File: src/design/mem_op_pkg.sv
`default_nettype none

package mem_op_pkg;

  // what the stage has to do with the data cache
  typedef enum logic [1:0] {
    kind_none  = 2'd0,
    kind_load  = 2'd1,
    kind_store = 2'd2
  } mem_kind_e;

  // access size, also the log2 of the byte count
  typedef enum logic [1:0] {
    size_byte  = 2'd0,
    size_half  = 2'd1,
    size_word  = 2'd2,
    size_dword = 2'd3
  } mem_size_e;

  // compact opcode, lbu = {kind_load, size_byte, 1}
  typedef struct packed {
    mem_kind_e  kind;
    mem_size_e  size;
    logic       is_unsigned; // zero extend on load, ignored for stores
  } mem_op_t;

  typedef enum logic [1:0] {
    st_idle      = 2'd0,
    st_translate = 2'd1, // waiting for xlate_ack
    st_read      = 2'd2, // waiting for the read cache_ack
    st_write     = 2'd3  // waiting for the write cache_ack
  } fsm_state_e;

endpackage

`default_nettype wire

File: src/design/mem_data_pkg.sv
`default_nettype none

package mem_data_pkg;

  localparam int xlen = 64;
  localparam int regno_width = 5;
  localparam int lane_sel_width = 3; // byte offset inside one 64-bit word

  // one memory word seen as bytes, halves, words or a single dword.
  // index 0 of every view is the least significant lane
  typedef union packed {
    logic [7:0][7:0]  bytes;
    logic [3:0][15:0] halves;
    logic [1:0][31:0] words;
    logic [63:0]      dword;
  } mem_word_u;

endpackage

`default_nettype wire

File: src/design/load_align.sv
`timescale 1ns/10ps
`default_nettype none

module load_align (
  input  mem_data_pkg::mem_word_u                 rdata,
  input  mem_op_pkg::mem_size_e                   size,
  input  logic                                    is_unsigned,
  input  logic [mem_data_pkg::lane_sel_width-1:0] offset,
  output logic [mem_data_pkg::xlen-1:0]           load_value
);

  localparam int xlen = mem_data_pkg::xlen;

  logic [7:0]  byte_lane;
  logic [15:0] half_lane;
  logic [31:0] word_lane;
  logic        sext;

  // low offset bits below the lane size are zero for aligned accesses
  assign byte_lane = rdata.bytes[offset];
  assign half_lane = rdata.halves[offset[2:1]];
  assign word_lane = rdata.words[offset[2]];
  assign sext      = !is_unsigned;

  always_comb begin
    case (size)
      mem_op_pkg::size_byte: begin
        load_value = {{(xlen-8){sext & byte_lane[7]}}, byte_lane};
      end
      mem_op_pkg::size_half: begin
        load_value = {{(xlen-16){sext & half_lane[15]}}, half_lane};
      end
      mem_op_pkg::size_word: begin
        load_value = {{(xlen-32){sext & word_lane[31]}}, word_lane}; // lw vs lwu
      end
      default: begin
        load_value = rdata.dword;
      end
    endcase
  end

endmodule

`default_nettype wire

File: src/design/store_merge.sv
`timescale 1ns/10ps
`default_nettype none

module store_merge (
  input  mem_data_pkg::mem_word_u                 rdata,
  input  mem_op_pkg::mem_size_e                   size,
  input  logic [mem_data_pkg::lane_sel_width-1:0] offset,
  input  logic [mem_data_pkg::xlen-1:0]           store_value,
  output mem_data_pkg::mem_word_u                 merged_word
);

  // start from the old word and overwrite just the addressed lane,
  // the union view picks the lane width
  always_comb begin
    merged_word = rdata;
    case (size)
      mem_op_pkg::size_byte: begin
        merged_word.bytes[offset] = store_value[7:0];
      end
      mem_op_pkg::size_half: begin
        merged_word.halves[offset[2:1]] = store_value[15:0];
      end
      mem_op_pkg::size_word: begin
        merged_word.words[offset[2]] = store_value[31:0];
      end
      default: begin
        merged_word.dword = store_value; // sd bypasses this path anyway
      end
    endcase
  end

endmodule

`default_nettype wire

File: src/design/mem_wb_regs.sv
`timescale 1ns/10ps
`default_nettype none

module mem_wb_regs (
  input  logic                                  clk,
  input  logic                                  reset,
  input  logic                                  flush,
  input  logic                                  capture,
  input  logic [mem_data_pkg::xlen-1:0]         load_value,
  input  logic                                  is_load,
  input  logic [mem_data_pkg::xlen-1:0]         alu_result,
  input  logic [mem_data_pkg::xlen-1:0]         rs2_value,
  input  logic [mem_data_pkg::xlen-1:0]         pc_target,
  input  logic [mem_data_pkg::regno_width-1:0]  rd_regno,
  input  logic                                  update_rd,
  input  logic                                  branch_taken,
  input  logic                                  load_flag,
  output logic                                  done,
  output logic [mem_data_pkg::xlen-1:0]         mdata,
  output logic [mem_data_pkg::xlen-1:0]         alu_result_out,
  output logic [mem_data_pkg::xlen-1:0]         rs2_value_out,
  output logic [mem_data_pkg::xlen-1:0]         pc_target_out,
  output logic [mem_data_pkg::regno_width-1:0]  rd_regno_out,
  output logic                                  update_rd_out,
  output logic                                  branch_taken_out,
  output logic                                  load_flag_out
);

  // upstream keeps the forwarded fields stable from start until done,
  // so they are sampled here on the final capture
  always_ff @(posedge clk) begin
    if (reset || flush) begin
      done             <= 1'b0;
      mdata            <= '0;
      alu_result_out   <= '0;
      rs2_value_out    <= '0;
      pc_target_out    <= '0;
      rd_regno_out     <= '0;
      update_rd_out    <= 1'b0;
      branch_taken_out <= 1'b0;
      load_flag_out    <= 1'b0;
    end else begin
      done <= capture; // one pulse per finished op
      if (capture) begin
        mdata            <= is_load ? load_value : '0;
        alu_result_out   <= alu_result;
        rs2_value_out    <= rs2_value;
        pc_target_out    <= pc_target;
        rd_regno_out     <= rd_regno;
        update_rd_out    <= update_rd;
        branch_taken_out <= branch_taken;
        load_flag_out    <= load_flag;
      end
    end
  end

endmodule

`default_nettype wire

File: src/design/mem_access_fsm.sv
`timescale 1ns/10ps
`default_nettype none

module mem_access_fsm #(
  parameter int paddr_width = 40
) (
  input  logic                                    clk,
  input  logic                                    reset,
  input  logic                                    start,
  input  logic                                    flush,
  input  mem_op_pkg::mem_op_t                     op,
  input  logic [mem_data_pkg::xlen-1:0]           alu_result,
  input  logic [mem_data_pkg::xlen-1:0]           rs2_value,
  input  logic                                    xlate_ack,
  input  logic [paddr_width-1:0]                  xlate_paddr,
  input  logic                                    cache_ack,
  input  mem_data_pkg::mem_word_u                 merged_word,
  output logic                                    xlate_req,
  output logic [mem_data_pkg::xlen-1:0]           xlate_vaddr,
  output logic                                    cache_rd,
  output logic                                    cache_wr,
  output logic [paddr_width-1:0]                  cache_addr,
  output logic [mem_data_pkg::xlen-1:0]           cache_wdata,
  output logic                                    capture,
  output mem_op_pkg::mem_op_t                     held_op,
  output logic [mem_data_pkg::lane_sel_width-1:0] held_offset,
  output logic [mem_data_pkg::xlen-1:0]           held_rs2
);

  mem_op_pkg::fsm_state_e state;

  logic is_sd;
  assign is_sd = (held_op.kind == mem_op_pkg::kind_store) &&
                 (held_op.size == mem_op_pkg::size_dword);

  // non-memory ops finish in the start cycle, memory ops on their last ack
  assign capture = (state == mem_op_pkg::st_idle && start &&
                    op.kind == mem_op_pkg::kind_none) ||
                   (state == mem_op_pkg::st_read && cache_ack &&
                    held_op.kind == mem_op_pkg::kind_load) ||
                   (state == mem_op_pkg::st_write && cache_ack);

  always_ff @(posedge clk) begin
    if (reset) begin
      state       <= mem_op_pkg::st_idle;
      held_op     <= '0;
      xlate_req   <= 1'b0;
      xlate_vaddr <= '0;
      cache_rd    <= 1'b0;
      cache_wr    <= 1'b0;
      cache_addr  <= '0;
      cache_wdata <= '0;
    end else if (flush) begin
      state        <= mem_op_pkg::st_idle; // any ack still in flight is dropped in idle
      held_op.kind <= mem_op_pkg::kind_none;
      xlate_req    <= 1'b0;
      cache_rd     <= 1'b0;
      cache_wr     <= 1'b0;
    end else begin
      xlate_req <= 1'b0; // all requests are single-cycle strobes
      cache_rd  <= 1'b0;
      cache_wr  <= 1'b0;
      case (state)
        mem_op_pkg::st_idle: begin
          if (start && op.kind != mem_op_pkg::kind_none) begin
            held_op     <= op;
            xlate_vaddr <= {alu_result[mem_data_pkg::xlen-1:3], 3'b000};
            xlate_req   <= 1'b1;
            state       <= mem_op_pkg::st_translate;
          end
        end
        mem_op_pkg::st_translate: begin
          if (xlate_ack) begin
            cache_addr <= xlate_paddr;
            if (is_sd) begin
              cache_wdata <= held_rs2; // full word, no read needed
              cache_wr    <= 1'b1;
              state       <= mem_op_pkg::st_write;
            end else begin
              cache_rd <= 1'b1;
              state    <= mem_op_pkg::st_read;
            end
          end
        end
        mem_op_pkg::st_read: begin
          if (cache_ack) begin
            if (held_op.kind == mem_op_pkg::kind_store) begin
              cache_wdata <= merged_word.dword;
              cache_wr    <= 1'b1;
              state       <= mem_op_pkg::st_write;
            end else begin
              held_op.kind <= mem_op_pkg::kind_none;
              state        <= mem_op_pkg::st_idle;
            end
          end
        end
        mem_op_pkg::st_write: begin
          if (cache_ack) begin
            held_op.kind <= mem_op_pkg::kind_none;
            state        <= mem_op_pkg::st_idle;
          end
        end
        default: state <= mem_op_pkg::st_idle;
      endcase
    end
  end

  // lane select and store data only matter while an access is open
  always_ff @(posedge clk) begin
    if (state == mem_op_pkg::st_idle && start) begin
      held_offset <= alu_result[mem_data_pkg::lane_sel_width-1:0];
      held_rs2    <= rs2_value;
    end
  end

  a_start_when_idle: assert property (@(posedge clk) disable iff (reset)
    start && !flush |-> state == mem_op_pkg::st_idle)
    else $error("start issued while an access is in progress");

  // in 3 bits the mask wraps to 3'b111 for a dword
  a_aligned: assert property (@(posedge clk) disable iff (reset)
    start && op.kind != mem_op_pkg::kind_none |->
      (alu_result[2:0] & ((3'd1 << op.size) - 3'd1)) == 3'd0)
    else $error("misaligned access, offset %0d", alu_result[2:0]);

  a_rd_wr_exclusive: assert property (@(posedge clk) disable iff (reset)
    !(cache_rd && cache_wr))
    else $error("cache read and write in the same cycle");

endmodule

`default_nettype wire

File: src/design/mem_stage.sv
`timescale 1ns/10ps
`default_nettype none

module mem_stage #(
  parameter int paddr_width = 40
) (
  input  logic                                  clk,
  input  logic                                  reset,
  input  logic                                  start,
  input  logic                                  flush,
  input  mem_op_pkg::mem_op_t                   op,
  input  logic [mem_data_pkg::xlen-1:0]         alu_result,
  input  logic [mem_data_pkg::xlen-1:0]         rs2_value,
  input  logic [mem_data_pkg::xlen-1:0]         pc_target,
  input  logic [mem_data_pkg::regno_width-1:0]  rd_regno,
  input  logic                                  update_rd,
  input  logic                                  branch_taken,
  input  logic                                  load_flag,
  // translation port
  output logic                                  xlate_req,
  output logic [mem_data_pkg::xlen-1:0]         xlate_vaddr,
  input  logic                                  xlate_ack,
  input  logic [paddr_width-1:0]                xlate_paddr,
  // data cache port
  output logic                                  cache_rd,
  output logic                                  cache_wr,
  output logic [paddr_width-1:0]                cache_addr,
  output logic [mem_data_pkg::xlen-1:0]         cache_wdata,
  input  logic                                  cache_ack,
  input  logic [mem_data_pkg::xlen-1:0]         cache_rdata,
  // to writeback
  output logic                                  done,
  output logic [mem_data_pkg::xlen-1:0]         mdata,
  output logic [mem_data_pkg::xlen-1:0]         alu_result_out,
  output logic [mem_data_pkg::xlen-1:0]         rs2_value_out,
  output logic [mem_data_pkg::xlen-1:0]         pc_target_out,
  output logic [mem_data_pkg::regno_width-1:0]  rd_regno_out,
  output logic                                  update_rd_out,
  output logic                                  branch_taken_out,
  output logic                                  load_flag_out
);

  logic                                    capture;
  mem_op_pkg::mem_op_t                     held_op;
  logic [mem_data_pkg::lane_sel_width-1:0] held_offset;
  logic [mem_data_pkg::xlen-1:0]           held_rs2;
  logic [mem_data_pkg::xlen-1:0]           load_value;
  mem_data_pkg::mem_word_u                 merged_word;

  mem_access_fsm #(
    .paddr_width(paddr_width)
  ) u_fsm (
    .clk(clk),
    .reset(reset),
    .start(start),
    .flush(flush),
    .op(op),
    .alu_result(alu_result),
    .rs2_value(rs2_value),
    .xlate_ack(xlate_ack),
    .xlate_paddr(xlate_paddr),
    .cache_ack(cache_ack),
    .merged_word(merged_word),
    .xlate_req(xlate_req),
    .xlate_vaddr(xlate_vaddr),
    .cache_rd(cache_rd),
    .cache_wr(cache_wr),
    .cache_addr(cache_addr),
    .cache_wdata(cache_wdata),
    .capture(capture),
    .held_op(held_op),
    .held_offset(held_offset),
    .held_rs2(held_rs2)
  );

  // both data paths look at the read word in the cycle of its ack
  load_align u_load_align (
    .rdata(cache_rdata),
    .size(held_op.size),
    .is_unsigned(held_op.is_unsigned),
    .offset(held_offset),
    .load_value(load_value)
  );

  store_merge u_store_merge (
    .rdata(cache_rdata),
    .size(held_op.size),
    .offset(held_offset),
    .store_value(held_rs2),
    .merged_word(merged_word)
  );

  mem_wb_regs u_wb_regs (
    .clk(clk),
    .reset(reset),
    .flush(flush),
    .capture(capture),
    .load_value(load_value),
    .is_load(held_op.kind == mem_op_pkg::kind_load),
    .alu_result(alu_result),
    .rs2_value(rs2_value),
    .pc_target(pc_target),
    .rd_regno(rd_regno),
    .update_rd(update_rd),
    .branch_taken(branch_taken),
    .load_flag(load_flag),
    .done(done),
    .mdata(mdata),
    .alu_result_out(alu_result_out),
    .rs2_value_out(rs2_value_out),
    .pc_target_out(pc_target_out),
    .rd_regno_out(rd_regno_out),
    .update_rd_out(update_rd_out),
    .branch_taken_out(branch_taken_out),
    .load_flag_out(load_flag_out)
  );

endmodule

`default_nettype wire

File: config.mk
export PLATFORM = sky130hd
export DESIGN_NAME = mem_stage
export DESIGN_NICKNAME = d
export VERILOG_FILES = /design/src/design/mem_op_pkg.sv /design/src/design/mem_data_pkg.sv /design/src/design/load_align.sv /design/src/design/store_merge.sv /design/src/design/mem_wb_regs.sv /design/src/design/mem_access_fsm.sv /design/src/design/mem_stage.sv
export SDC_FILE = /design/constraint.sdc
export NUM_CORES = 1
export LEC_CHECK = 0
export BUFFER_PORTS_ARGS = -buffer_cell sky130_fd_sc_hd__buf_4
export CAP_MARGIN = 20
export CORE_AREA = 2 2 292 294
export CTS_BUF_LIST = sky130_fd_sc_hd__clkbuf_16
export DETAILED_ROUTE_END_ITERATION = 10
export DIE_AREA = 0 0 294 296
export PLACE_DENSITY = 0.51
export SKIP_LAST_GASP = 1
export SLEW_MARGIN = 20
export SYNTH_ARGS = -nofsm -noshare
export SYNTH_HDL_FRONTEND = slang
export SYNTH_SLANG_ARGS = --single-unit
File: constraint.sdc
create_clock -name clk -period 7.31 [get_ports clk]
set_input_delay 0.3655 -clock clk [delete_from_list [all_inputs] [get_ports clk]]
set_output_delay 0.3655 -clock clk [all_outputs]
set_load 0.05 [all_outputs]
==> results of run 1 <==
-- metal layers --
metal  GRT usage  share of wire  vias to the layer above
li1            -              -                     9246
met1       0.282           0.43                     9644
met4      0.0641          0.028                        2
met2       0.339           0.47                      801
met5           0       0.000072                        -
met3      0.0397          0.066                      137
-- final timing paths --
check | start | to | cells past startpoint
worst max-delay path | u_fsm.state[0] | u_wb_regs.pc_target_out[40] | 7
worst min-delay path | cache_rdata[59] | u_wb_regs.mdata[59] | 3
worst max register to register | u_fsm.state[0] | u_wb_regs.pc_target_out[40] | 7
worst min register to register | u_wb_regs.mdata[9] | u_wb_regs.mdata[9] | 2
-- critical path, stage by stage, from the launching register on --
cell      delay, ps
dfxtp_1         330
inv_1           130
ha_1            900
nand4b_1        430
a31oi_4         290
buf_4           620
buf_4           790
a22o_1          270
-- cells in the final DEF (no fill, tap or decap), types with 32 or more instances in the layout --
cell / count
nand2_1: 312
nor2_1: 97
a22o_1: 231
o221ai_1: 39
clkbuf_16: 59
dfxtp_1: 438
a21oi_1: 187
buf_4: 771
o21ai_0: 56
inv_1: 36
edfxtp_1: 67
o21ai_2: 32
dlygate4sd3_1: 238
nand3_1: 43
mux2i_1: 52
-- state kept, by name, indices dropped and copies added (netlist names) --
name and cells:
u_wb_regs.load_flag_out 1, u_wb_regs.update_rd_out 1, u_wb_regs.pc_target_out 64, u_wb_regs.mdata 64
u_fsm.xlate_vaddr 61, u_wb_regs.rs2_value_out 64, u_fsm.held_offset 3, u_wb_regs.branch_taken_out 1
u_fsm.cache_wr 1, u_wb_regs.alu_result_out 64, u_fsm.xlate_req 1, u_fsm.cache_addr 40
u_fsm.cache_wdata 64, u_wb_regs.rd_regno_out 5, u_fsm.held_op 5, u_fsm.held_rs2 64
u_fsm.state 2, u_wb_regs.done 1, u_fsm.cache_rd 1
-- through the flow --
step	instance area [µm²]	util	cells
floorplan	20300	-	2040
CTS	30900	0.367	4070
global route	30900	0.367	4070
finish	30900	0.367	4071
global placement	26600	0.316	3722
detailed placement	26600	0.316	3722
-- power by group --
part           leakage, nW  switching [mW]  internal [mW]
logic                 7.89           0.613          0.378
clock network        0.985            1.28           1.72
registers             4.21          0.0613           2.91
-- repair_timing --
action                    in CTS  in global routing
buffers inserted               0                  0
gates resized for setup        0                  0
hold endpoints to repair     363                  0
hold buffers                 238                  0
-- logic make-up after synthesis --
kind of cell | after synthesis
compound gates | 706
fa+ha+maj | 5
other cells | 1
flops | 507
buf+inv | 210
simple gates | 541
mux | 68
-- area by class of cell --
class	count	area (µm²)
Antenna cell	1	2.50
Clock buffer	59	1480
Clock inverter	51	473
Fill cell	8461	53300
Inverter	31	116
Multi-Input combinational cell	1323	8500
Sequential cell	507	10800
Tap cell	1090	1360
Timing Repair Buffer	1009	8170
==> run summary, run 1 <==
Post-Syn Area - 20,300 µm²
Critical Path End Type - flip-flop
Die width - 294 µm
Critical path fanouts, max - 79
Synth Area in Simple Gates - 0.117
CP Data Required Time - 7870 ps
Synth top cells by count - dfxtp_1, nand2_1, a22o_1, a21oi_1, nor2_1
Most common cell in the netlist - dfxtp_1
Largest family of logic cells by synthesized area - compound AO/OA/AOI/OAI gates
Outcome - complete, no violations
Final setup TNS - 0 ps
Kind of critical path - flip-flop to flip-flop
Peak VDD IR - 0.184 mV
Post-placement worst setup slack - 3410 ps
First-pass GRT wire length - 136 mm
Vias in the first global route - 19,100
Avg Cell Area, Syn - 9.94 µm²
Clock-pin slew on the worst setup and hold paths - 60 ps
DPL Wire Length - 71.0 mm
# setup viols final - 0
Worst min-delay path class - primary input to flip-flop
Die Y - 296 µm
Cell Rows - 107
Global route overflow - 0
Later-pin clock latency in the skew report - 640 ps
Via count - 19,800
Critical path startpoint category - flip-flop
DRT iter0 DRCs - 1,847
Share of cells above drive strength 1 - 0.318
Initial antenna violation count - 15
Top FF cell, synth - dfxtp_1
WP data arrival - 4540 ps
Core area - 84,200 µm²
Fin crit share - 0.544
Pwr dens - 225 nW/µm²
EDFF count, synth - 67
Hold Slack - 40.5 ps
GP Congestion - 0.884
Fmax - 251 MHz
Synth top area share - 0.435
Clk sinks - 507
RSZ-0062 raised after global routing - false
Leakage - 13.1 nW
Syn Inst Count - 2,038
Ys Warns - 0
Max-Slew Margin vs Limit - 0.264
Mux cell area share after synthesis - 0.0359
H-tree Lvls - 2
Vias per Instance - 4.87
Pwr Total - 6.96 mW
Largest net degree at the start of global routing - 80
Slew @ Worst Pin - 1100 ps
Final Hold Vio Count - 0
Pins Over Slew Limit - 0
Detailed Route WL - 97.0 mm
Synth area leaders - dfxtp_1, a22o_1, edfxtp_1
Initial Util - 0.241
GRT Util Overall - 0.210
CTS tree - built
Synth area leader - dfxtp_1
Residual DRC - 0
PortBufs - 747
Root Buffer - clkbuf_16
Register area share after synthesis - 0.534
Asr flop ratio synth - 0
Worst R2R Setup Slack - 3330 ps
Pre-antenna DRT Iters - 5
Compound-gate portion of the synthesized area - 0.260
Io pins - 751
Count of different cell masters after synthesis - 91
Final setup margin - 3330 ps
Nets@finish - 3,251
WL per Instance - 23.8 µm
Max cap viols - 0
Max clock buf depth - 3
Synth Area in XOR/XNOR - 0
Die area - 87,000 µm²
Synth Area in Adders - 0.00309
Post-DRT Antenna Nets - 0
Layout area overhead - 52.6%
Total CTS buffers - 59
Seq cells post-synth - 507
Clock Skew - 34.3 ps
Post-route minimum period - 3980 ps
No activity file was read; power rests on OpenSTA's default activity.
==> inputs of run 2 (changes only) <==
- PLACE_DENSITY: 0.51 -> 0.53
- clock period: 7.31 -> 3.2 ns (I/O delays scaled with it)
==> run summary, run 2 (synthesized netlist as in run 1, its figures left out) <==
Fin util - 0.380 (was 0.367)
Largest net degree at the start of global routing - 137 (was 80)
Post-DRT Antenna Nets - 0 (unchanged)
Launch point of the worst reg-to-reg path - u_fsm.state[1] (was u_fsm.state[0])
Max-Slew Margin vs Limit - 0.388 (was 0.264)
Sw Ratio - 0.280 (was 0.281)
Met3 Wirelength - 7.75 mm (was 6.41 mm)
Leakage - 13.6 nW (was 13.1 nW)
Detailed Route WL - 96.6 mm (was 97.0 mm)
Most frequent cells in the layout - buf_4, dfxtp_1, dlygate4sd3_1 (was buf_4, dfxtp_1, nand2_1)
Vias in the first global route - 19,600 (was 19,100)
Worst Reg-to-Reg Cells - 7 (unchanged)
Global route overflow - 0 (unchanged)
Clock Skew - 46.2 ps (was 34.3 ps)
Vias per Instance - 4.84 (was 4.87)
DRT iter0 DRCs - 1,552 (was 1,847)
First-pass GRT wire length - 136 mm (about the same)
Pins Over Slew Limit - 0 (unchanged)
Wire length on met2 - 45.1 mm (was 45.8 mm)
Die Y - 296 µm (unchanged)
Residual DRC - 0 (unchanged)
Cell Rows - 107 (unchanged)
R2r endpoint - u_fsm.cache_addr[32] (was u_wb_regs.pc_target_out[40])
DRT met1 WL - 40.0 mm (was 42.0 mm)
Clk sinks - 507 (unchanged)
Combinational cell fraction of total power - 0.148 (was 0.142)
Critical path startpoint category - flip-flop (unchanged)
# setup viols final - 0 (unchanged)
Io pins - 751 (unchanged)
Fin crit share - 0.832 (was 0.544)
GRT Util Overall - 0.209 (was 0.210)
Commonest non-fill, non-tap cell in the layout - buf_4 (unchanged)
Initial Util - 0.241 (unchanged)
Worst Hold Depth - 4 (was 3)
Pre-antenna DRT Iters - 6 (was 5)
Pwr dens - 493 nW/µm² (was 225 nW/µm²)
Kind of critical path - flip-flop to flip-flop (unchanged)
Pwr Total - 15.8 mW (was 6.96 mW)
RSZ-0062 raised after global routing - false (unchanged)
Share of cells above drive strength 1 - 0.313 (was 0.318)
Final setup margin - 538 ps (was 3330 ps)
Fill cells - 8,460 (was 8,461)
DPL Wire Length - 71.4 mm (was 71.0 mm)
Die width - 294 µm (unchanged)
Initial antenna violation count - 9 (was 15)
Reg power frac - 0.431 (was 0.426)
Critical Path End Type - flip-flop (unchanged)
Post-route minimum period - 2660 ps (was 3980 ps)
GP Congestion - 0.916 (was 0.884)
Clock power frac - 0.421 (was 0.431)
Total CTS buffers - 59 (unchanged)
Critical path fanouts, max - 40 (was 79)
PortBufs - 747 (unchanged)
Peak VDD IR - 0.439 mV (was 0.184 mV)
Fmax - 376 MHz (was 251 MHz)
Post-placement worst setup slack - 676 ps (was 3410 ps)
Max clock buf depth - 3 (unchanged)
Post-CTS setup buffer count - 0 (unchanged)
Final Hold Vio Count - 0 (unchanged)
Max cap viols - 0 (unchanged)
Final setup TNS - 0 ps (unchanged)
WL per Instance - 23.1 µm (was 23.8 µm)
Outcome - complete, no violations (unchanged)
CTS tree - built (unchanged)
Cts repair resizes - 0 (unchanged)
H-tree Lvls - 2 (unchanged)
Layout area overhead - 57.9% (was 52.6%)
DR top layer - met4 (was met5)
Worst R2R Setup Slack - 540 ps (was 3330 ps)
Clock-pin slew on the worst setup and hold paths - 60 ps (about the same)
Crit path from - u_fsm.state[1] (was u_fsm.state[0])
CP Data Required Time - 3750 ps (was 7870 ps)
Slew @ Worst Pin - 918 ps (was 1100 ps)
Crit path to - u_fsm.cache_addr[32] (was u_wb_regs.pc_target_out[40])
Sw Pwr - 4.42 mW (was 1.95 mW)
Later-pin clock latency in the skew report - 640 ps (about the same)
Worst min-delay path class - primary input to flip-flop (unchanged)
Pint - 11.4 mW (was 5.01 mW)
Nets@finish - 3,356 (was 3,251)
Via count - 20,200 (was 19,800)
WP data arrival - 3210 ps (was 4540 ps)
Root Buffer - clkbuf_16 (unchanged)
Die area - 87,000 µm² (unchanged)
Core area - 84,200 µm² (unchanged)
## run 2: per-stage QoR
stage	instances	hold slack, ps	area, µm²
finish	4181	33.1	32000
global route	4179	32.0	32000
CTS	4176	0.533	32000
detailed placement	3746	350	26900
global placement	3746	351	26900
floorplan	2040	259	20300
## run 2: layout make-up
cell class	instances	area, µm²	share of cell area
flip-flops and latches	507	10800	0.338
repair buffers	1114	9310	0.291
multi-input cells	1323	8500	0.265
clock buffers	61	1530	0.0477
well taps	1090	1360	0.0426
clock inverters	50	357	0.0111
inverters	31	116	0.00364
diodes	5	12.5	0.000391
## run 2: worst min path at each step
stage | slack [ps] | endpoint | start
2_1_floorplan | 260 | u_fsm.held_offset[0] | alu_result[0]
3_3_place_gp | 350 | u_fsm.held_rs2[62] | rs2_value[62]
3_5_place_dp | 350 | u_fsm.held_rs2[62] | rs2_value[62]
4_1_cts | 0.5 | u_wb_regs.mdata[0] | cache_rdata[24]
5_1_grt | 30 | u_fsm.cache_wdata[17] | cache_rdata[17]
6_report | 30 | u_fsm.cache_wdata[17] | cache_rdata[17]
## run 2: metal layers
| metal | vias to the layer above | GRT usage |
|---|---|---|
| met4 | 0 | 0.0809 |
| li1 | 9450 | - |
| met2 | 904 | 0.336 |
| met3 | 174 | 0.0499 |
| met5 | - | 0 |
| met1 | 9698 | 0.271 |
## run 2: critical path, cell delays in order, from the launching register on
cell and delay, ps:
dfxtp_1 380, inv_1 100, ha_1 240, nand2_1 220, or2_2 710, nand2_1 160, a21oi_1 190, dlygate4sd3_1 560
## run 2: power groups by stage
stage	clock network, mW	logic [mW]	registers [mW]
3_5_place_dp	0	2.01	6.94
6_report	6.64	2.34	6.81
4_1_cts	6.82	2.33	6.81
5_1_grt	7.08	2.47	6.82
3_3_place_gp	0	2.00	6.95
2_1_floorplan	0	0.709	7.25
## run 2: what timing repair did
| item | CTS | global route |
|---|---|---|
| hold buffers | 319 | 0 |
| setup endpoints to repair | 0 | 0 |
| hold endpoints to repair | 438 | 0 |
